File: src/crc_bus_pkg.sv
`default_nettype none

// Bus side of the CRC slave
// Word types, register map and AHB-Lite encodings
package crc_bus_pkg;

	// HADDR, HWDATA, HRDATA and every 32-bit register
	typedef logic [31:0] bus_word_t;

	// Word index taken from HADDR[4:2]
	typedef logic [2:0] reg_addr_t;

	//////////////////////////////////////////////////////////////////////
	// Register map
	//////////////////////////////////////////////////////////////////////

	localparam reg_addr_t REG_DR   = 3'd0;
	localparam reg_addr_t REG_IDR  = 3'd1;
	localparam reg_addr_t REG_CR   = 3'd2;
	localparam reg_addr_t REG_INIT = 3'd4;
	localparam reg_addr_t REG_POL  = 3'd5;

	// Transfer type codes on HTRANS
	localparam logic [1:0] HTRANS_IDLE   = 2'b00;
	localparam logic [1:0] HTRANS_BUSY   = 2'b01;
	localparam logic [1:0] HTRANS_NONSEQ = 2'b10;
	localparam logic [1:0] HTRANS_SEQ    = 2'b11;

	// The slave never signals an error
	localparam logic RESP_OKAY = 1'b0;

	// Control register contents after reset
	localparam logic [4:0] CR_RESET = 5'h00;

endpackage

`default_nettype wire

File: src/crc_calc_pkg.sv
`default_nettype none

// CRC side of the accelerator
// Value types, size and reversal codes, engine states
package crc_calc_pkg;

	// CRC, polynomial and initial value
	typedef logic [31:0] crc_word_t;

	// Scratch register
	typedef logic [7:0] idr_t;

	// Polynomial width select
	typedef logic [1:0] poly_size_t;
	localparam poly_size_t POLY_32 = 2'b00;
	localparam poly_size_t POLY_16 = 2'b01;
	localparam poly_size_t POLY_8  = 2'b10;
	localparam poly_size_t POLY_7  = 2'b11;

	// Input bit reversal select
	typedef logic [1:0] rev_in_t;
	localparam rev_in_t REV_NONE = 2'b00;
	localparam rev_in_t REV_BYTE = 2'b01;
	localparam rev_in_t REV_HALF = 2'b10;
	localparam rev_in_t REV_WORD = 2'b11;

	// HSIZE code stored with each data word
	typedef logic [1:0] bus_size_t;
	localparam bus_size_t SIZE_BYTE = 2'b00;
	localparam bus_size_t SIZE_HALF = 2'b01;
	localparam bus_size_t SIZE_WORD = 2'b10;

	// Programmable register reset values
	localparam crc_word_t INIT_RESET = 32'hFFFF_FFFF;
	localparam crc_word_t POLY_RESET = 32'h04C1_1DB7;

	typedef enum logic [1:0] {ENG_IDLE, ENG_LOAD, ENG_SHIFT} engine_state_t;

endpackage

`default_nettype wire

File: src/host_interface.sv
`timescale 1ns/1ps
`default_nettype none

module host_interface
	import crc_bus_pkg::*, crc_calc_pkg::*;
(
	input  wire             HCLK,
	input  wire             HRESETn,
	input  wire             HSElx,
	input  wire bus_word_t  HADDR,
	input  wire [1:0]       HTRANS,
	input  wire [2:0]       HSIZE,
	input  wire             HWRITE,
	input  wire bus_word_t  HWDATA,
	input  wire             HREADY,
	input  wire crc_word_t  crc_out,
	input  wire crc_word_t  crc_init_out,
	input  wire crc_word_t  crc_poly_out,
	input  wire idr_t       crc_idr_out,
	input  wire             buffer_full,
	input  wire             reset_pending,
	input  wire             read_wait,
	output bus_word_t       HRDATA,
	output logic            HREADYOUT,
	output logic            HRESP,
	output bus_word_t       bus_wr,
	output bus_size_t       bus_size,
	output poly_size_t      crc_poly_size,
	output rev_in_t         rev_in_type,
	output logic            rev_out_type,
	output logic            crc_init_en,
	output logic            crc_idr_en,
	output logic            crc_poly_en,
	output logic            buffer_write_en,
	output logic            reset_chain
);

	// Address phase captured for the data phase
	reg_addr_t haddr_pp;
	bus_size_t hsize_pp;
	logic      hwrite_pp;
	logic      active_pp;

	// CR bits 4..0 hold rev_out, rev_in[1:0], poly_size[1:0]
	logic [4:0] cr_q;

	logic sample_bus;
	logic write_en;
	logic read_en;
	logic cr_en;
	logic dr_read;

	//////////////////////////////////////////////////////////////////////
	// Address phase pipeline
	//////////////////////////////////////////////////////////////////////

	// New address phase accepted when every slave is ready
	assign sample_bus = HREADY && HREADYOUT;

	// Only selected NONSEQ beats become active data phases
	// SEQ and BUSY are dropped here
	always_ff @(posedge HCLK)
	begin
		if (!HRESETn)
			active_pp <= 1'b0;
		else if (sample_bus)
			active_pp <= HSElx && (HTRANS == HTRANS_NONSEQ);
	end

	always_ff @(posedge HCLK)
	begin
		if (sample_bus)
		begin
			haddr_pp  <= HADDR[4:2];
			hsize_pp  <= HSIZE[1:0];
			hwrite_pp <= HWRITE;
		end
	end

	//////////////////////////////////////////////////////////////////////
	// Decode and write enables
	//////////////////////////////////////////////////////////////////////

	assign write_en = active_pp && hwrite_pp;
	assign read_en  = active_pp && !hwrite_pp;

	// Enables stay high for the whole data phase, wait states included
	assign buffer_write_en = write_en && (haddr_pp == REG_DR);
	assign crc_idr_en      = write_en && (haddr_pp == REG_IDR);
	assign cr_en           = write_en && (haddr_pp == REG_CR);
	assign crc_init_en     = write_en && (haddr_pp == REG_INIT);
	assign crc_poly_en     = write_en && (haddr_pp == REG_POL);
	assign dr_read         = read_en && (haddr_pp == REG_DR);

	// Write data arrives in the data phase, no extra flop
	assign bus_wr   = HWDATA;
	assign bus_size = hsize_pp;

	// Three stall sources, everything else completes in one cycle
	assign HREADYOUT = !((buffer_write_en && buffer_full) ||
	                     (dr_read && read_wait) ||
	                     (crc_init_en && reset_pending));

	assign HRESP = RESP_OKAY;

	//////////////////////////////////////////////////////////////////////
	// Control register
	//////////////////////////////////////////////////////////////////////

	always_ff @(posedge HCLK)
	begin
		if (!HRESETn)
			cr_q <= CR_RESET;
		else if (cr_en)
			cr_q <= HWDATA[7:3];
	end

	// Bit 0 is a self clearing restart request
	assign reset_chain   = cr_en && HWDATA[0];
	assign crc_poly_size = cr_q[1:0];
	assign rev_in_type   = cr_q[3:2];
	assign rev_out_type  = cr_q[4];

	// Read mux, valid during the data phase
	always_comb
	begin
		case (haddr_pp)
			REG_DR:   HRDATA = crc_out;
			REG_IDR:  HRDATA = {24'h0, crc_idr_out};
			REG_CR:   HRDATA = {24'h0, cr_q, 3'b000};
			REG_INIT: HRDATA = crc_init_out;
			REG_POL:  HRDATA = crc_poly_out;
			default:  HRDATA = '0;
		endcase
	end

endmodule

`default_nettype wire

File: config.mk
export PLATFORM = sky130hd
export DESIGN_NAME = host_interface
export DESIGN_NICKNAME = d
export VERILOG_FILES = /design/src/crc_bus_pkg.sv /design/src/crc_calc_pkg.sv /design/src/host_interface.sv
export SDC_FILE = /design/constraint.sdc
export NUM_CORES = 1
export LEC_CHECK = 0
export BUFFER_PORTS_ARGS = -buffer_cell sky130_fd_sc_hd__buf_2
export CAP_MARGIN = 25
export CORE_AREA = 2 2 99 101
export DETAILED_ROUTE_END_ITERATION = 8
export DIE_AREA = 0 0 101 103
export GPL_TIMING_DRIVEN = 0
export SLEW_MARGIN = 40
export SYNTH_ARGS = -nofsm -noshare
export SYNTH_HDL_FRONTEND = slang
export SYNTH_SLANG_ARGS = --single-unit
File: constraint.sdc
create_clock -name HCLK -period 1.75 [get_ports HCLK]
set_input_delay 0.2625 -clock HCLK [delete_from_list [all_inputs] [get_ports HCLK]]
set_output_delay 0.2625 -clock HCLK [all_outputs]
set_load 0.01 [all_outputs]
==> reports/results.ini, run 1 <==
[detailed_routing]
first_pass_iters=4
post-route-drc-count=0
wl_um=7020
vias=2269
drt-initial-drc-count=44
viasPerCell=4.322
antenna_left=0
avgRoutedWirePerCell_um=13.37

[clocking]
cts_max_level=1
worstSkewPairLatency_ns=0.24
numCtsBuffers=3
cts_hold_buf=0
clk_pin_slew_ns=0.05
clock_path_buffers=2
cts_tree=built
cts_root_buf=clkbuf_8
clock_sinks=12

[place]
placed_area_um2=2864
io_buffers=201
place_inst=515
dp_hpwl_um=5863
gp_congestion=0.7651

[yosys]
ys_ff_latch=12
synth_cells=200
yosys_warnings=0
synth_nets=381
synth_area_um2=1715
ys_seq_area_frac=0.1751
synth_cell_type_count=29
synth_area_per_cell_um2=8.577

[pwr]
leakagePower_nw=1.686
total_power_mw=1.217
vdd_drop_max_mv=0.4899
power_density_nw_per_um2=387.4

[worst_hold_path]
hp-class=in -> reg
hold_start=HSIZE[0]

[run]
cap_violations=0

[global_routing]
grt_pass1_vias=1908
grt_pass1_wl_um=9777
grt_start_max_net_pins=11
grt-ovfl-total=0
antenna_found_initial=0
track_usage=0.1196

[cells_and_area]
mostFrequentLayoutCells=buf_2 (201), buf_4 (39), nor2_1 (27), mux2_2 (24), a22oi_1 (16)
mostFrequentLayoutCell=buf_2
nets=593
drive_gt1_frac=0.7494
syn_to_final_growth_pct=83.08
fin_cells=525
final_core_util=0.3320
final_area_um2=3141
num_antenna_cells=0

[sta]
hold_viol=0
setup_viol=33
max_clock_freq_mhz=509.4
fin_skew_ns=0.002404
tns_ns=-4.720
grt_setup_unrepaired=yes
worst_slack_ns=-0.2130
period_minus_slack_ns=1.963
period_share=1.122
maxSlewViolCount=0

[floorplan]
core-area_um2=9459
rows=36
ios=259
fp.dieH_um=103
chipWidth_um=101
dieArea_um2=10400
start_util=0.1813

[setup_path]
cp.required_ns=1.49
r2r-start=haddr_pp[2]
timing.critical_path.buf_inv=3
timing.critical_path.from=haddr_pp[0]
startpoint_type=flop
crit_chain=buf_8, buf_12, mux4_2, nor2b_1, buf_2
crit_path_max_incr_delay_ns=0.51
crit_family=multiplexers
crit_fanout=7
arrival_ns=1.70
cp-end-kind=primary output
worst-setup-path-type=reg -> out
slowest_stage=mux4_2

[outcome]
violations=setup timing
outcome=finished with violations

==> sequential cells by signal, indices dropped and copies added (netlist names) <==
| name | flops |
|---|---|
| bus_size | 2 |
| haddr_pp | 3 |
| hwrite_pp | 1 |
| cr_q | 5 |
| active_pp | 1 |
==> per-stage QoR <==
stage | hold slack, ns | worst slack [ns]
final | 0.1944 | -0.2130
after global routing | 0.1782 | -0.3184
after CTS | 0.1893 | -0.2273
after detailed placement | 0.4417 | -0.3309
after global placement | 0.4386 | -0.3064
after floorplan | 0.3614 | 0.1782
==> worst register-to-register path: stages, from the launching register on <==
cell	delay [ns]
edfxtp_1	0.40
buf_6	0.16
buf_4	0.14
and3_1	0.16
a221o_1	0.37
inv_2	0.14
==> synth_stat cells <==
cell type | count | area, um^2
a21boi_0 | 5 | 37.54
a221o_1 | 1 | 10.01
a22oi_1 | 25 | 187.7
and3_1 | 7 | 43.79
and4bb_2 | 1 | 12.51
buf_2 | 9 | 45.04
buf_4 | 34 | 255.2
buf_6 | 1 | 11.26
buf_8 | 1 | 15.01
clkbuf_1 | 6 | 22.52
conb_1 | 1 | 3.750
dfxtp_1 | 6 | 120.1
edfxtp_1 | 6 | 180.2
inv_1 | 7 | 26.28
mux2_2 | 24 | 270.3
mux2_4 | 1 | 15.01
mux2i_1 | 1 | 10.01
mux4_2 | 8 | 180.2
nand2_1 | 3 | 11.26
nand2b_1 | 1 | 6.260
nand3_1 | 5 | 25.02
nand3b_1 | 1 | 7.510
nand4b_1 | 1 | 8.760
nor2_1 | 30 | 112.6
nor2b_1 | 3 | 18.77
nor3b_1 | 1 | 7.510
nor4b_1 | 1 | 8.760
o21a_1 | 5 | 37.54
o21ai_0 | 5 | 25.02
==> cells by family after synthesis <==
| group | count (synthesis) | share of synthesized area |
|---|---|---|
| AO/OA/AOI/OAI | 41 | 0.1736 |
| buffers and inverters | 58 | 0.2188 |
| flip-flops | 12 | 0.1751 |
| multiplexers | 34 | 0.2772 |
| other | 1 | 0.002186 |
| AND/OR/NAND/NOR | 54 | 0.1532 |
==> path summary, 6_finish.rpt <==
kind / end / slack, ns / depth (start not counted)
setup / recovery: HRDATA[1] / -0.21 / 5
hold / removal: bus_size[0] / 0.19 / 1
setup reg to reg: haddr_pp[0] / 0.08 / 5
hold reg to reg: active_pp / 0.57 / 2
==> final cells by class <==
type                       count  area [um^2]
buffer                        49        424.2
clock buffer                   3        41.29
clock inverter                 1        3.754
fill                        1008         6319
inverter                       7        26.28
multi-input combinational    130         1107
sequential                    12        300.3
tap                          114        142.6
timing repair buffer         209         1095
==> per-layer routing <==
layer	up-vias	share of wire	global-route usage	wire [um]
met1	1025	0.39	0.1422	2726
met3	2	0.088	0.02237	617
met5	-	0	0	0
li1	1112	-	-	-
met2	130	0.52	0.2287	3649
met4	0	0.0038	0.01559	27
==> what timing repair did <==
item	CTS	global route
endpoints found under the setup margin	38	44
gates cloned	0	0
buffers inserted	4	4
gates resized for setup	22	26
pin swaps	0	3
==> where the power goes <==
group          leakage [nW]  switching [mW]  total (mW)  internal [mW]
Combinational          1.56           0.268       0.646          0.378
Sequential            0.107         0.00805       0.313          0.305
Clock                0.0231           0.103       0.258          0.155
Total                  1.69           0.379        1.22          0.838
Power figures use the tool's default switching activity.
==> run 2, diff against run 1 <==
Settings changed: PLACE_DENSITY set to 0.55.
==> run 2 against run 1 <==
The flow still finishes with violations (setup timing). Non-clock buffer count up 7. Critical path type unchanged. Flip-flop and latch count unchanged. Final cell count up 1.5%. Largest power group unchanged.
==> reports/results.ini, run 2 (synthesis gave the netlist of run 1 again) <==
[clocking]
numCtsBuffers=3
cts_max_level=1
cts_hold_buf=0
cts_tree=built
clock_sinks=12
clk_pin_slew_ns=0.05
worstSkewPairLatency_ns=0.24
clock_path_buffers=2
cts_root_buf=clkbuf_8

[outcome]
violations=setup timing
outcome=finished with violations

[detailed_routing]
drt-initial-drc-count=35
avgRoutedWirePerCell_um=14.69
wl_um=7829
antenna_left=0
viasPerCell=4.338
post-route-drc-count=0
first_pass_iters=4
vias=2312

[cells_and_area]
drive_gt1_frac=0.7656
mostFrequentLayoutCells=buf_2 (202), buf_4 (42), nor2_1 (29), mux2_2 (23), a22oi_1 (15)
nets=600
syn_to_final_growth_pct=90.44
regMostFlops=cr_q
largest_reg_flops=5
mostFrequentLayoutCell=buf_2
fillers=1011
final_area_um2=3267

[sta]
hold_viol=0
hold_ws_ns=0.1974
setup_viol=33
worst_slack_ns=-0.2434
max_clock_freq_mhz=501.7
grt_setup_unrepaired=yes
maxSlewViolCount=0
period_share=1.139
fin_skew_ns=0.0002048
tns_ns=-5.703
period_minus_slack_ns=1.993

[floorplan]
fp.dieH_um=103
rows=36
start_util=0.1813
core-area_um2=9459
dieArea_um2=10400
ios=259
chipWidth_um=101

[place]
pre_cts_ws_ns=-0.2667
io_buffers=201
dp_hpwl_um=6521
placed_area_um2=2864
gp_congestion=0.7309

[global_routing]
grt-ovfl-total=0
track_usage=0.1301
grt_pass1_vias=2061
antenna_found_initial=2
grt_start_max_net_pins=12
grt_pass1_wl_um=10370

[setup_path]
crit_fanout=6
arrival_ns=1.73
crit_chain=buf_8, buf_12, mux4_2, nor2b_4, buf_6
slowest_stage=mux4_2
crit_path_max_incr_delay_ns=0.51
cp.required_ns=1.49
cp-end-kind=primary output
startpoint_type=flop
worst-setup-path-type=reg -> out
r2r_cells=3
r2r_slack_ns=0.10

[worst_hold_path]
hp-class=in -> reg
whs_path_depth=1

[pwr]
total_power_mw=1.252
leakagePower_nw=1.747
power_density_nw_per_um2=383.3
vdd_drop_max_mv=0.4077

[run]
cap_violations=0

run 2: path summary, 6_finish.rpt:
path                                   from           to
worst min-delay path               HSIZE[1]  bus_size[1]
worst max-delay path            haddr_pp[0]    HRDATA[0]
worst min register to register    active_pp    active_pp
worst max register to register    hwrite_pp  bus_size[0]
run 2: final cells by class:
cell class / count / area [um^2] / area share
timing repair buffer: 215 / 1190 / 0.3642
multi-input combinational: 130 / 1126 / 0.3447
buffer: 50 / 434.2 / 0.1329
sequential: 12 / 300.3 / 0.09192
tap: 114 / 142.6 / 0.04366
clock buffer: 4 / 45.04 / 0.01379
inverter: 7 / 26.28 / 0.008043
antenna: 1 / 2.502 / 0.0007660
run 2: worst max-delay path, delay by kind of cell (launching register included):
family	cells	cell delay (ns)
AND/OR/NAND/NOR	1	0.14
buffers and inverters	3	0.43
flip-flops	1	0.40
multiplexers	1	0.51
run 2: repair_timing:
item / CTS / global route
pin swaps: 2 / 5
gates resized for setup: 30 / 35
cloned: 2 / 1
setup endpoints to repair: 44 / 44
buffers inserted: 5 / 6
run 2: routing by layer:
layer / up-vias / wire length (um) / global-route usage
li1: 1135 / - / -
met4: 2 / 31 / 0.01663
met3: 6 / 534 / 0.02508
met2: 118 / 4113 / 0.2472
met1: 1051 / 3136 / 0.1558
met5: - / 13 / 0
run 2: metrics by stage:
stage / util / instances
detailed placement: 0.3028 / 515
CTS: 0.3267 / 525
finish: 0.3454 / 533
floorplan: - / 200
global placement: 0.3028 / 515
global route: 0.3454 / 533
run 2: report_power, final:
part | total [mW] | internal, mW | switching, mW
combinational | 0.683 | 0.399 | 0.284
sequential | 0.313 | 0.306 | 0.00705
clock | 0.257 | 0.160 | 0.0970
==> run 3, diff against run 2 <==
Settings changed: ABC_AREA set to 1, CORE_AREA 2 2 99 101 to 2 2 101 103, DIE_AREA 0 0 101 103 to 0 0 103 105, PLACE_DENSITY 0.55 to 0.51.
==> run 3 against run 2 <==
The run still ends with setup timing left. Critical path depth grew 2. Highest routed layer is now met4. Register-to-register slack better by 0.11 ns. Non-clock buffer count is 3 lower. Maximum frequency grew 7.3%. Power decreased by 5.6%. Final cell count is 15% higher. Sequential share of layout area stayed put. Synthesized cell count up 28%. Final area unchanged.
==> reports/results.ini, run 3 <==
[outcome]
outcome=finished with violations
violations=setup timing

[floorplan]
start_util=0.1541
rows=36
fp.dieH_um=105
core-area_um2=9639
chipWidth_um=103
dieArea_um2=10820
ios=259

[clocking]
clk_pin_slew_ns=0.05
cts_root_buf=clkbuf_8
cts_hold_buf=0
cts_max_level=1
numCtsBuffers=3
worstSkewPairLatency_ns=0.24
clock_sinks=12
clock_path_buffers=2
cts_tree=built

[place]
pre_cts_ws_ns=-0.06919
io_buffers=201
place_inst=591
gp_congestion=0.8127
dp_hpwl_um=6361

[yosys]
synth_cell_type_count=20
synth_top_area_cell=nand2_1
ys_seq_area_frac=0.2022
synth_nets=438
synth-edff-count=6
ys_ff_latch=12
netlist.area_leader.share=0.2982
synth_area_um2=1485
async_flop_share=0
yosysMostFrequentCell=nand2_1
synth_cells=257
synth-main-ff-cell=edfxtp_1
yosys-top-cells-count=nand2_1 (118), nand3_1 (41), buf_4 (37)
synth_area_per_cell_um2=5.779
yosys_warnings=0
ys_top_cells_by_area=nand2_1 (30%), buf_4 (19%), nand3_1 (14%), edfxtp_1 (12%), dfxtp_1 (8.1%)

[setup_path]
slowest_stage=edfxtp_1
r2r_cells=7
cp-end-kind=primary output
cp.required_ns=1.49
crit_chain=buf_6, nor3_4, buf_6, clkbuf_16, nand2_1, nand3_1, buf_2
arrival_ns=1.60
crit_path_max_incr_delay_ns=0.45
crit_fanout=6
crit_path_frequent_cell=buf_6
startpoint_type=flop
crit_family=buffers and inverters
worst-setup-path-type=reg -> out
timing.critical_path.buf_inv=4
cp.depth=7

[sta]
grt_setup_unrepaired=yes
max_clock_freq_mhz=538.1
setup_viol=32
hold_viol=0
period_share=1.062
tns_ns=-2.216
period_minus_slack_ns=1.859
fin_skew_ns=0.001780
hold_ws_ns=0.1950
worst_slack_ns=-0.1085
maxSlewViolCount=0

[global_routing]
antenna_found_initial=0
track_usage=0.1218
grt_pass1_vias=2280
grt-ovfl-total=0
grt_start_max_net_pins=11
grt_pass1_wl_um=10550

[cells_and_area]
drive_gt1_frac=0.6604
fillers=1103
fin_cells=613
mostFrequentLayoutCell=buf_2
register_area_um2=300.3
mostFrequentLayoutCells=buf_2 (184), nand2_1 (97), buf_4 (47), nand3_1 (24), buf_6 (24)
nets=662
regMostFlops=cr_q
final_core_util=0.3389
multi_input_area_um2=1033
num_antenna_cells=0
syn_to_final_growth_pct=120.0
largest_reg_flops=5

[detailed_routing]
drt-initial-drc-count=58
post-route-drc-count=0
vias=2464
wl_um=7792
viasPerCell=4.020
first_pass_iters=4
avgRoutedWirePerCell_um=12.71
antenna_left=0

[pwr]
power_density_nw_per_um2=361.8
vdd_drop_max_mv=0.4157
leakagePower_nw=1.954

[worst_hold_path]
hp-class=in -> reg
whs_path_depth=1

[run]
cap_violations=0

-- run 3: kinds of logic after synthesis --
| kind of cell | count (synthesis) | synth area share |
|---|---|---|
| AOI/OAI and AO/OA | 11 | 0.04128 |
| buffers and inverters | 57 | 0.2468 |
| DFF | 12 | 0.2022 |
| other | 1 | 0.002525 |
| and+or+nand+nor | 176 | 0.5072 |
-- run 3: worst register-to-register path: stages, from the launching register on --
cell	delay (ns)
edfxtp_1	0.42
inv_2	0.09
nand2_2	0.11
clkinv_4	0.09
buf_4	0.15
nand2_1	0.08
nand3_1	0.10
inv_1	0.19
-- run 3: repair_timing --
item | in CTS | in global routing
setup buffers | 11 | 4
gates resized for setup | 23 | 74
gates cloned | 0 | 3
endpoints found under the setup margin | 33 | 34
pin swaps | 2 | 2
-- run 3: path summary, 6_finish.rpt --
path,start,endpoint,slack (ns)
max reg2reg,haddr_pp[2],bus_size[0],0.21
min,HSIZE[1],bus_size[1],0.20
min reg2reg,cr_q[3],cr_q[3],0.47
max,haddr_pp[0],HRDATA[30],-0.11
-- run 3: stage by stage --
step | cell area (um^2) | total power, mW
finish | 3267 | 1.182
floorplan | 1485 | 0.5447
global placement | 2658 | 0.8101
global route | 3267 | 1.273
detailed placement | 2658 | 0.8140
CTS | 2849 | 1.108
-- run 3: metal layers --
metal  part of all wire  vias to the layer above  routed length, um  GRT usage
li1                   -                     1232                  -          -
met1               0.38                     1115               2967     0.1347
met2               0.54                      113               4230     0.2412
met3              0.070                        4                543    0.01806
met4             0.0065                        0                 51    0.01786
met5                  0                        -                  0          0
-- run 3: power by group --
| group | switching [mW] | total, mW | internal [mW] |
|---|---|---|---|
| Clock | 0.102 | 0.257 | 0.155 |
| Sequential | 0.00916 | 0.316 | 0.307 |
| Combinational | 0.273 | 0.609 | 0.336 |
-- run 3: area by class of cell --
class / instances / share of cell area
multi-input combinational: 188 / 0.3164
tap: 133 / 0.05094
clock inverter: 1 / 0.001149
buffer: 43 / 0.1137
timing repair buffer: 219 / 0.3949
inverter: 14 / 0.01838
clock buffer: 3 / 0.01264
sequential: 12 / 0.09192
