### src/crc_bus_pkg.sv
`default_nettype none

// Bus side of the CRC slave
// Word types, register map and AHB-Lite encodings
package crc_bus_pkg;

	// HADDR, HWDATA, HRDATA and every 32-bit register
	typedef logic [31:0] bus_word_t;

	// Word index taken from HADDR[4:2]
	typedef logic [2:0] reg_addr_t;

	//////////////////////////////////////////////////////////////////////
	// Register map
	//////////////////////////////////////////////////////////////////////

	localparam reg_addr_t REG_DR   = 3'd0;
	localparam reg_addr_t REG_IDR  = 3'd1;
	localparam reg_addr_t REG_CR   = 3'd2;
	localparam reg_addr_t REG_INIT = 3'd4;
	localparam reg_addr_t REG_POL  = 3'd5;

	// Transfer type codes on HTRANS
	localparam logic [1:0] HTRANS_IDLE   = 2'b00;
	localparam logic [1:0] HTRANS_BUSY   = 2'b01;
	localparam logic [1:0] HTRANS_NONSEQ = 2'b10;
	localparam logic [1:0] HTRANS_SEQ    = 2'b11;

	// The slave never signals an error
	localparam logic RESP_OKAY = 1'b0;

	// Control register contents after reset
	localparam logic [4:0] CR_RESET = 5'h00;

endpackage

`default_nettype wire

### src/crc_calc_pkg.sv
`default_nettype none

// CRC side of the accelerator
// Value types, size and reversal codes, engine states
package crc_calc_pkg;

	// CRC, polynomial and initial value
	typedef logic [31:0] crc_word_t;

	// Scratch register
	typedef logic [7:0] idr_t;

	// Polynomial width select
	typedef logic [1:0] poly_size_t;
	localparam poly_size_t POLY_32 = 2'b00;
	localparam poly_size_t POLY_16 = 2'b01;
	localparam poly_size_t POLY_8  = 2'b10;
	localparam poly_size_t POLY_7  = 2'b11;

	// Input bit reversal select
	typedef logic [1:0] rev_in_t;
	localparam rev_in_t REV_NONE = 2'b00;
	localparam rev_in_t REV_BYTE = 2'b01;
	localparam rev_in_t REV_HALF = 2'b10;
	localparam rev_in_t REV_WORD = 2'b11;

	// HSIZE code stored with each data word
	typedef logic [1:0] bus_size_t;
	localparam bus_size_t SIZE_BYTE = 2'b00;
	localparam bus_size_t SIZE_HALF = 2'b01;
	localparam bus_size_t SIZE_WORD = 2'b10;

	// Programmable register reset values
	localparam crc_word_t INIT_RESET = 32'hFFFF_FFFF;
	localparam crc_word_t POLY_RESET = 32'h04C1_1DB7;

	typedef enum logic [1:0] {ENG_IDLE, ENG_LOAD, ENG_SHIFT} engine_state_t;

endpackage

`default_nettype wire

### src/crc_input_buffer.sv
`timescale 1ns/1ps
`default_nettype none

module crc_input_buffer
	import crc_bus_pkg::*, crc_calc_pkg::*;
#(
	parameter int BUF_DEPTH = 2
)
(
	input  wire             HCLK,
	input  wire             HRESETn,
	input  wire             buffer_write_en,
	input  wire bus_word_t  bus_wr,
	input  wire bus_size_t  bus_size,
	input  wire             in_ready,
	output logic            buffer_full,
	output logic            buf_empty,
	output logic            in_valid,
	output bus_word_t       in_data,
	output bus_size_t       in_size
);

	// At least one pointer bit, even for a single entry
	localparam int PTR_W = (BUF_DEPTH > 1) ? $clog2(BUF_DEPTH) : 1;
	localparam int CNT_W = $clog2(BUF_DEPTH + 1);
	localparam logic [PTR_W-1:0] LAST_PTR = PTR_W'(BUF_DEPTH - 1);
	localparam logic [CNT_W-1:0] FULL_CNT = CNT_W'(BUF_DEPTH);

	// Each word keeps the HSIZE of its own beat
	bus_word_t data_mem [BUF_DEPTH];
	bus_size_t size_mem [BUF_DEPTH];

	logic [PTR_W-1:0] wr_ptr;
	logic [PTR_W-1:0] rd_ptr;
	logic [CNT_W-1:0] count;
	logic             push;
	logic             pop;

	// Held write beat is taken once there is room
	assign push = buffer_write_en && !buffer_full;
	assign pop  = in_valid && in_ready;

	always_ff @(posedge HCLK)
	begin
		if (!HRESETn)
		begin
			wr_ptr <= '0;
			rd_ptr <= '0;
			count  <= '0;
		end
		else
		begin
			if (push)
				wr_ptr <= (wr_ptr == LAST_PTR) ? '0 : wr_ptr + 1'b1;
			if (pop)
				rd_ptr <= (rd_ptr == LAST_PTR) ? '0 : rd_ptr + 1'b1;
			if (push && !pop)
				count <= count + 1'b1;
			else if (pop && !push)
				count <= count - 1'b1;
		end
	end

	always_ff @(posedge HCLK)
	begin
		if (push)
		begin
			data_mem[wr_ptr] <= bus_wr;
			size_mem[wr_ptr] <= bus_size;
		end
	end

	assign buffer_full = (count == FULL_CNT);
	assign buf_empty   = (count == '0);
	assign in_valid    = !buf_empty;
	assign in_data     = data_mem[rd_ptr];
	assign in_size     = size_mem[rd_ptr];

endmodule

`default_nettype wire

### config.mk
export PLATFORM = sky130hd
export DESIGN_NAME = crc_input_buffer
export DESIGN_NICKNAME = d
export VERILOG_FILES = /design/src/crc_bus_pkg.sv /design/src/crc_calc_pkg.sv /design/src/crc_input_buffer.sv
export SDC_FILE = /design/constraint.sdc
export NUM_CORES = 1
export LEC_CHECK = 0
export ABC_AREA = 1
export BUFFER_PORTS_ARGS = -buffer_cell sky130_fd_sc_hd__buf_4
export CORE_ASPECT_RATIO = 2
export CORE_MARGIN = 8
export CORE_UTILIZATION = 56
export DETAILED_ROUTE_END_ITERATION = 16
export GPL_ROUTABILITY_DRIVEN = 0
export PLACE_DENSITY_LB_ADDON = 0.3
export SYNTH_ARGS = -nofsm -noshare
export SYNTH_HDL_FRONTEND = slang
export SYNTH_SLANG_ARGS = --single-unit
### constraint.sdc
create_clock -name HCLK -period 5.6 [get_ports HCLK]
set_clock_uncertainty 0.2 [all_clocks]
set_input_delay 0.84 -clock HCLK [delete_from_list [all_inputs] [get_ports HCLK]]
set_output_delay 0.84 -clock HCLK [all_outputs]
set_load 0.05 [all_outputs]
==> impl_metrics.py, run 1 <==
metrics = {
    "clock_network": {
        "ctsHtreeMaxLevel": 3,
        "clkLatencyLatePin_ps": 340,
        "hold_buffers": 0,
        "clkSlewWorstSetupHoldPaths_ps": 60,
        "tritoncts": "yes",
        "cts_setup_buffers": 0,
        "root_buffer": "clkbuf_8",
        "cts_resized": 0,
        "numCtsBuffers": 9,
        "clockBufferDepth": 2,
        "clock_sinks": 73,
    },
    "floorplanning": {
        "die_w_microns": 66.5,
        "pin_count": 75,
        "die_area_sq_um": 7780,
        "dieHeight_microns": 117,
        "rows": 37,
        "core_sq_um": 5050,
        "start_util_pct": 56.6,
    },
    "yosys": {
        "synth_area_sq_um": 2860,
        "ys_seq_area_share_pct": 75.0,
        "syn-instance-count": 145,
        "ys_warn_count": 0,
        "synth_seq_cells": 73,
        "synth_nets": 184,
        "avgSynthCellArea_sq_um": 19.7,
        "yosysUniqueCellTypes": 15,
    },
    "timing": {
        "hold_ws_ps": 329,
        "min_period_ps": 3040,
        "setup_viol": 0,
        "worst_slew_margin_rel_pct": 28.6,
        "fmax_ghz": 0.329,
        "setup_ws_ps": 2560,
        "setup-tns-final_ps": 0,
        "finalCritPeriodShare_pct": 54.4,
        "hold_viol": 0,
        "drv_slew": 0,
        "rsz0062_at_grt": "no",
        "worst_slew_pin_slew_ps": 1070,
    },
    "layout": {
        "syn2layout_area_growth_pct": 27.3,
        "multi_input_area_sq_um": 622,
        "fin_nets": 265,
        "diodes": 0,
        "drive_gt1_share_pct": 54.5,
        "seq_area_sq_um": 2140,
        "utilization_pct": 72.1,
        "fillers": 307,
    },
    "route": {
        "wl_microns": 4510,
        "ant_nets": 0,
        "drt_pass1_iterations": 4,
        "routed_via_density": 4.93,
        "drcViolationCount": 0,
        "num_vias": 1424,
        "drt-initial-drc-count": 34,
        "routedWlPerCell_microns": 15.6,
    },
    "setup_path": {
        "criticalPathCategory": "reg -> out",
        "path_max_fanout": 34,
        "start_kind": "register",
        "timing.critical_path.required_ps": 4560,
        "worstSetupEndpointType": "output port",
        "arrival_ps": 2000,
    },
    "grt": {
        "grt_pass1_vias": 1514,
        "antenna_found_initial": 0,
        "grt_pass1_wl_microns": 6900,
        "grt_max_degree": 35,
        "grt-ovfl-total": 0,
        "grt_use_total_pct": 12.4,
    },
    "power": {
        "intPower_mw": 1.19,
        "combPwrFrac_pct": 36.9,
        "switchingPower_mw": 0.656,
        "p_leak_nw": 1.47,
        "total_power_mw": 1.84,
        "clockPowerShare_pct": 22.3,
        "pwr-share-seq_pct": 40.8,
        "ir_drop_mv": 0.474,
        "p_sw_share_pct": 35.6,
        "power_per_cell_area_nw_per_um2": 506,
    },
    "place": {
        "dpl_worst_slack_ps": 2890,
        "post-dp-hpwl_microns": 3110,
        "numPortBuffers": 74,
    },
    "job": {
        "drv_cap": 0,
    },
    "hold_path": {
        "min_path_type": "reg -> reg",
    },
    "run_status": {
        "status": "complete, no violations",
    },
}
-- cells by family (layout without fill, tap and decap cells) --
kind of cell	after synthesis	after routing	synth area share, %
AOI/OAI and AO/OA	4	4	0.832
adders and majority gates	1	1	0.438
buffers and inverters	14	100	3.81
DFF	73	73	75.0
muxes	34	34	17.3
and+or+nand+nor	19	19	2.63
-- synthesized netlist by cell type, drive strengths merged --
library cell | count | area share [%]
ha | 1 | 0.44
buf | 4 | 2.5
inv | 10 | 1.3
a21oi | 1 | 0.17
dfxtp | 5 | 3.5
nor2 | 11 | 1.4
mux2 | 34 | 17
o21ai | 3 | 0.66
nand2 | 6 | 0.79
nand4 | 1 | 0.22
nand3 | 1 | 0.17
edfxtp | 68 | 71
-- metrics by stage --
| step | cells | cell area, sq um |
|---|---|---|
| 6_report | 289 | 3640 |
| 5_1_grt | 289 | 3640 |
| 4_1_cts | 289 | 3640 |
| 3_5_place_dp | 273 | 3430 |
| 3_3_place_gp | 273 | 3430 |
| 2_1_floorplan | 145 | 2860 |
-- routing by layer --
metal	vias up	wire [microns]	GRT usage, %
li1	699	-	-
met1	658	1570	11.1
met2	57	2270	19.6
met3	10	552	8.77
met4	0	117	7.75
met5	-	0	0
-- flip-flops by register name, indices dropped and copies added, names as in the netlist, named ones only --
name,cells
size_mem,4
data_mem,64
rd_ptr,1
wr_ptr,1
count,2
-- final timing paths --
check,startpoint,endpoint,slack (ps),cells past startpoint
worst min register to register,rd_ptr$_SDFFE_PN0P_,register,330,2
worst max register to register,count[0]$_SDFFE_PN0P_,data_mem[1][14]$_DFFE_PP_,3700,2
worst max-delay path,register,in_data[28],2560,2
worst min-delay path,rd_ptr$_SDFFE_PN0P_,register,330,2
-- final cells by class --
type / instances / share of cell area, %
Multi-Input combinational cell: 58 / 17.1
Sequential cell: 73 / 58.9
Clock buffer: 14 / 4.75
Tap cell: 58 / 1.99
Clock inverter: 2 / 0.963
Inverter: 10 / 1.03
Timing Repair Buffer: 74 / 15.3
-- worst max-delay path, cell delays in order, from the launching register on --
cell and delay (ps):
dfxtp_2 1040, mux2_2 430, buf_4 190
-- power groups by stage --
stage	clock, mW	sequential [mW]	combinational [mW]
final	0.411	0.752	0.679
after global routing	0.447	0.761	0.718
after CTS	0.422	0.754	0.688
after detailed placement	0	0.766	0.687
after global placement	0	0.761	0.680
after floorplan	0	0.724	0.566
-- placed cells by master, fill, tap and decap left out, drive strengths merged --
| cell type | synthesis | final |
|---|---|---|
| nand3 | 1 | 1 |
| edfxtp | 68 | 68 |
| mux2 | 34 | 34 |
| nand2 | 6 | 6 |
| a21oi | 1 | 1 |
| clkbuf | 0 | 14 |
| nor2 | 11 | 11 |
| inv | 10 | 10 |
| clkinv | 0 | 1 |
| dfxtp | 5 | 5 |
| o21ai | 3 | 3 |
| ha | 1 | 1 |
| bufinv | 0 | 1 |
| buf | 4 | 74 |
| nand4 | 1 | 1 |
Note: power is estimated with default switching activity, not from simulation.
==> run 2: changes to the inputs <==
--- a/config.mk
+++ b/config.mk
@@ -9,7 +9,7 @@
 export BUFFER_PORTS_ARGS = -buffer_cell sky130_fd_sc_hd__buf_4
 export CORE_ASPECT_RATIO = 2
 export CORE_MARGIN = 8
-export CORE_UTILIZATION = 56
+export CORE_UTILIZATION = 52
 export DETAILED_ROUTE_END_ITERATION = 16
 export GPL_ROUTABILITY_DRIVEN = 0
 export PLACE_DENSITY_LB_ADDON = 0.3
==> constraint.sdc (replaced) <==
create_clock -name HCLK -period 2.9 [get_ports HCLK]
set_clock_uncertainty 0.2 [all_clocks]
set_input_delay 0.435 -clock HCLK [delete_from_list [all_inputs] [get_ports HCLK]]
set_output_delay 0.435 -clock HCLK [all_outputs]
set_load 0.05 [all_outputs]
==> run 2 against run 1 <==
Non-clock buffer count up 3. Combinational power up 100%. Critical path depth grew 1. Clock-buffer cell count grew 1. First-iteration DRC count increased by 8.8%. Design area is 0.52% lower. Wire length is 3.7% higher. Total power grew 85%. Sequential share of layout area rose by 0.31 points. Setup slack got worse by 2000 ps. Clock power increased by 51%. Worst hold slack worse by 240 ps. Critical path type unchanged. Largest power group unchanged.
==> impl_metrics.py, run 2 (synthesized netlist as in run 1, its figures left out) <==
metrics = {
    "timing": {
        "drv_slew": 0,
        "hold_ws_ps": 87.0,
        "hold_viol": 0,
        "setup_viol": 0,
        "setup-tns-final_ps": 0,
        "worst_slew_pin_slew_ps": 451,
        "worst_slew_margin_rel_pct": 69.9,
        "fmax_ghz": 0.435,
        "min_period_ps": 2300,
        "rsz0062_at_grt": "no",
        "finalCritPeriodShare_pct": 79.2,
    },
    "floorplanning": {
        "pin_count": 75,
        "core_sq_um": 5370,
        "rows": 38,
        "die_w_microns": 68.4,
        "dieHeight_microns": 121,
        "start_util_pct": 53.2,
        "die_area_sq_um": 8270,
    },
    "layout": {
        "largest_registers": "data_mem x64, size_mem x4, count x2",
        "final_cell_mix": "76 x buf_4, 68 x edfxtp_1, 30 x mux2_4, 10 x inv_1",
        "fillers": 390,
        "diodes": 0,
        "stdcell_area_sq_um": 3620,
        "drive_gt1_share_pct": 53.4,
        "largest_register_ffs": 64,
        "regMostFlops": "data_mem",
        "fin_nets": 268,
        "syn2layout_area_growth_pct": 26.7,
        "layout_commonest_cell": "buf_4",
    },
    "setup_path": {
        "start_kind": "register",
        "path_max_fanout": 25,
        "arrival_ps": 1660,
        "timing.critical_path.required_ps": 2270,
        "criticalPathCategory": "reg -> out",
        "worstSetupEndpointType": "output port",
        "r2r-start": "count[0]$_SDFFE_PN0P_",
    },
    "hold_path": {
        "min_path_type": "in -> reg",
        "hold_start": "bus_wr[17]",
    },
    "job": {
        "drv_cap": 0,
    },
    "route": {
        "drt_pass1_iterations": 4,
        "routedWlPerCell_microns": 15.9,
        "ant_nets": 0,
        "met3WireLength_microns": 450,
        "routed_via_density": 4.85,
        "num_vias": 1426,
        "wl_met2_microns": 2580,
        "wl_met1_microns": 1580,
        "highest_layer": "met4",
        "drcViolationCount": 0,
        "wl_microns": 4670,
        "drt-initial-drc-count": 37,
    },
    "clock_network": {
        "hold_buffers": 0,
        "cts_resized": 0,
        "tritoncts": "yes",
        "clkLatencyLatePin_ps": 320,
        "numCtsBuffers": 9,
        "clockBufferDepth": 2,
        "clock_sinks": 73,
        "ctsHtreeMaxLevel": 3,
        "cts_setup_buffers": 0,
        "root_buffer": "clkbuf_8",
        "clkSlewWorstSetupHoldPaths_ps": 70,
    },
    "grt": {
        "grt_use_total_pct": 12.0,
        "grt_pass1_vias": 1501,
        "antenna_found_initial": 0,
        "grt-ovfl-total": 0,
        "grt_pass1_wl_microns": 7260,
        "grt_max_degree": 26,
    },
    "run_status": {
        "status": "complete, no violations",
    },
    "place": {
        "numPortBuffers": 74,
        "post-dp-hpwl_microns": 3490,
        "place_area_sq_um": 3470,
    },
    "power": {
        "p_leak_nw": 1.46,
        "power_per_cell_area_nw_per_um2": 940,
        "ir_drop_mv": 0.900,
    },
}
==> run 2: cell types whose count changed in the layout (fill, tap and decap cells not counted), sizes merged <==
cell    delta
clkbuf     +1
buf        +3
bufinv     -1
==> run 2: worst paths after layout <==
check | to | slack, ps | cells after the start
min reg2reg | rd_ptr$_SDFFE_PN0P_ | 330 | 2
max | in_data[19] | 600 | 3
max reg2reg | data_mem[1][16]$_DFFE_PP_ | 1070 | 3
min | data_mem[0][17]$_DFFE_PP_ | 90 | 1
==> run 2: metal layers <==
| layer | global-route usage (%) | vias up |
|---|---|---|
| li1 | - | 704 |
| met1 | 11.6 | 668 |
| met5 | 0 | - |
| met3 | 5.84 | 7 |
| met4 | 6.19 | 0 |
| met2 | 20.0 | 47 |
==> run 2: metrics by stage <==
step | setup slack [ps] | util [%] | instances | total power [mW]
2_1_floorplan | 336 | - | 145 | 2.49
3_3_place_gp | 937 | 64.6 | 278 | 2.81
3_5_place_dp | 922 | 64.6 | 278 | 2.83
4_1_cts | 542 | 67.4 | 294 | 3.46
5_1_grt | 512 | 67.4 | 294 | 3.56
6_report | 603 | 67.4 | 294 | 3.40
==> run 2: layout make-up <==
cell class              count  area [sq um]  area share, %
inverters                  10          37.5           1.04
repair buffers             77           591           16.3
well taps                  60          75.1           2.07
clock inverters             1          5.00          0.138
multi-input cells          58           622           17.2
flip-flops and latches     73          2140           59.2
clock buffers              15           146           4.04
==> run 2: where the power goes <==
part	leakage (nW)	switching [mW]	internal [mW]
registers	0.676	0.0670	1.33
logic	0.704	0.885	0.498
clock network	0.0757	0.308	0.311
total	1.46	1.26	2.14
==> run 2: worst max-delay path: stages (launching register included) <==
cell and delay (ps):
dfxtp_2 520, buf_12 260, mux2_2 360, buf_4 190
==> run 3: changes to the inputs <==
==> constraint.sdc (replaced) <==
create_clock -name HCLK -period 2.2 [get_ports HCLK]
set_clock_uncertainty 0.2 [all_clocks]
set_input_delay 0.33 -clock HCLK [delete_from_list [all_inputs] [get_ports HCLK]]
set_output_delay 0.33 -clock HCLK [all_outputs]
set_load 0.05 [all_outputs]
==> run 3 against run 2 <==
Flip-flop and latch count stayed put. Global-route usage is 1.8 points higher. Die area stayed put. Sequential share of layout area is 5.3 points lower. Largest power group is now combinational logic.
==> impl_metrics.py, run 3 (synthesized netlist as in run 1, its figures left out) <==
metrics = {
    "clock_network": {
        "tritoncts": "yes",
        "clkSlewWorstSetupHoldPaths_ps": 70,
        "root_buffer": "clkbuf_8",
        "clkLatencyLatePin_ps": 330,
        "numCtsBuffers": 9,
        "clockBufferDepth": 2,
        "ctsHtreeMaxLevel": 3,
        "clock_sinks": 73,
        "cts_setup_buffers": 0,
    },
    "power": {
        "intPower_mw": 2.85,
        "combPwrFrac_pct": 42.0,
        "clockPowerShare_pct": 18.0,
        "p_leak_nw": 1.62,
        "power_per_cell_area_nw_per_um2": 1150,
        "pwr-share-seq_pct": 40.0,
        "switchingPower_mw": 1.71,
        "p_sw_share_pct": 37.5,
        "ir_drop_mv": 0.861,
    },
    "job": {
        "drv_cap": 0,
    },
    "grt": {
        "grt_pass1_wl_microns": 8230,
        "grt_use_total_pct": 13.8,
        "grt_pass1_vias": 1724,
        "antenna_found_initial": 0,
        "grt_max_degree": 22,
        "grt-ovfl-total": 0,
    },
    "timing": {
        "setup_viol": 0,
        "drv_slew": 0,
        "worst_slew_pin_slew_ps": 375,
        "setup-tns-final_ps": 0,
        "hold_ws_ps": 53.4,
        "worst_slew_margin_rel_pct": 75.0,
        "fmax_ghz": 0.475,
        "hold_viol": 0,
        "min_period_ps": 2110,
        "finalCritPeriodShare_pct": 95.7,
        "rsz0062_at_grt": "no",
    },
    "layout": {
        "largest_registers": "data_mem x64, size_mem x4, count x2",
        "regMostFlops": "data_mem",
        "drive_gt1_share_pct": 48.0,
        "fin_nets": 305,
        "syn2layout_area_growth_pct": 39.0,
        "fillers": 322,
        "diodes": 0,
        "utilization_pct": 73.9,
        "layout_commonest_cell": "buf_4",
        "largest_register_ffs": 64,
        "final_cell_mix": "80 x buf_4, 68 x edfxtp_1, 34 x dlygate4sd3_1, 30 x mux2_4, 10 x inv_1",
    },
    "setup_path": {
        "rr_endpoint": "count[1]$_SDFFE_PN0P_",
        "worst_r2r_path_depth": 9,
        "path_max_fanout": 21,
        "r2r-start": "count[1]$_SDFFE_PN0P_",
        "worstSetupEndpointType": "output port",
        "ff2ff_setup_slack_ps": 380,
        "arrival_ps": 1580,
        "start_kind": "register",
        "timing.critical_path.required_ps": 1670,
        "criticalPathCategory": "reg -> out",
    },
    "floorplanning": {
        "dieHeight_microns": 121,
        "core_sq_um": 5370,
        "rows": 38,
        "die_area_sq_um": 8270,
        "die_w_microns": 68.4,
        "start_util_pct": 53.2,
        "pin_count": 75,
    },
    "route": {
        "drcViolationCount": 0,
        "drt-initial-drc-count": 25,
        "num_vias": 1603,
        "routed_via_density": 4.84,
        "ant_nets": 0,
        "routedWlPerCell_microns": 16.0,
        "drt_pass1_iterations": 4,
        "wl_microns": 5290,
    },
    "hold_path": {
        "holdPathEnd": "count[1]$_SDFFE_PN0P_",
        "min_path_type": "in -> reg",
        "hold_depth": 3,
        "hold_start": "HRESETn",
    },
    "run_status": {
        "status": "complete, no violations",
    },
    "place": {
        "post-dp-hpwl_microns": 3660,
        "numPortBuffers": 74,
    },
}
[run 3: cell count changes in the layout (fill, tap and decap cells not counted)]
cell	change
dlygate4sd3_1	+34
buf_4	+4
clkbuf_1	-4
clkinv_1	+2
clkinv_2	+2
buf_12	-1
[run 3: worst max path at each step]
stage,startpoint,end,cells past startpoint
after CTS,register,in_data[19],3
after global routing,register,in_data[19],3
after detailed placement,count[1]$_SDFFE_PN0P_,count[1]$_SDFFE_PN0P_,9
final,register,in_data[19],3
after floorplan,count[0]$_SDFFE_PN0P_,data_mem[1][0]$_DFFE_PP_,2
after global placement,register,in_data[19],3
[run 3: critical path: stages, from the launching register on]
cell     delay (ps)
dfxtp_2         330
buf_4           340
mux2_2          380
buf_4           190
[run 3: timing repair]
item | CTS | global route
gates resized for setup | 0 | 0
hold buffers | 34 | 0
hold endpoints to repair | 68 | 0
[run 3: power by group through the flow]
stage               combinational (mW)  clock, mW  sequential (mW)
floorplan                         1.44          0             1.84
global placement                  1.86          0             1.84
detailed placement                1.88          0             1.85
CTS                               1.94      0.855             1.82
global route                      2.02      0.907             1.84
finish                            1.92      0.822             1.82
[run 3: layout make-up]
class	count	area [sq um]	area share, %
tap	60	75.1	1.89
sequential	73	2140	54.0
inverter	10	37.5	0.945
clock inverter	5	22.5	0.567
timing repair buffer	114	941	23.7
multi-input combinational	58	622	15.7
clock buffer	11	131	3.31
[run 3: through the flow]
stage	setup WS [ps]	total power, mW	instances	instance area, sq um
global route	1.92	4.77	331	3970
floorplan	-341	3.28	145	2860
CTS	53.9	4.62	331	3970
detailed placement	411	3.74	281	3480
finish	94.4	4.56	331	3970
global placement	443	3.70	281	3480
[run 3: layer usage]
metal	vias up	track usage, %	wire length (microns)	part of all wire [%]
met4	0	8.39	134	2.5
li1	782	-	-	-
met2	52	22.2	2830	54
met1	760	14.4	1940	37
met3	9	5.56	381	7.2
met5	-	0	0	0
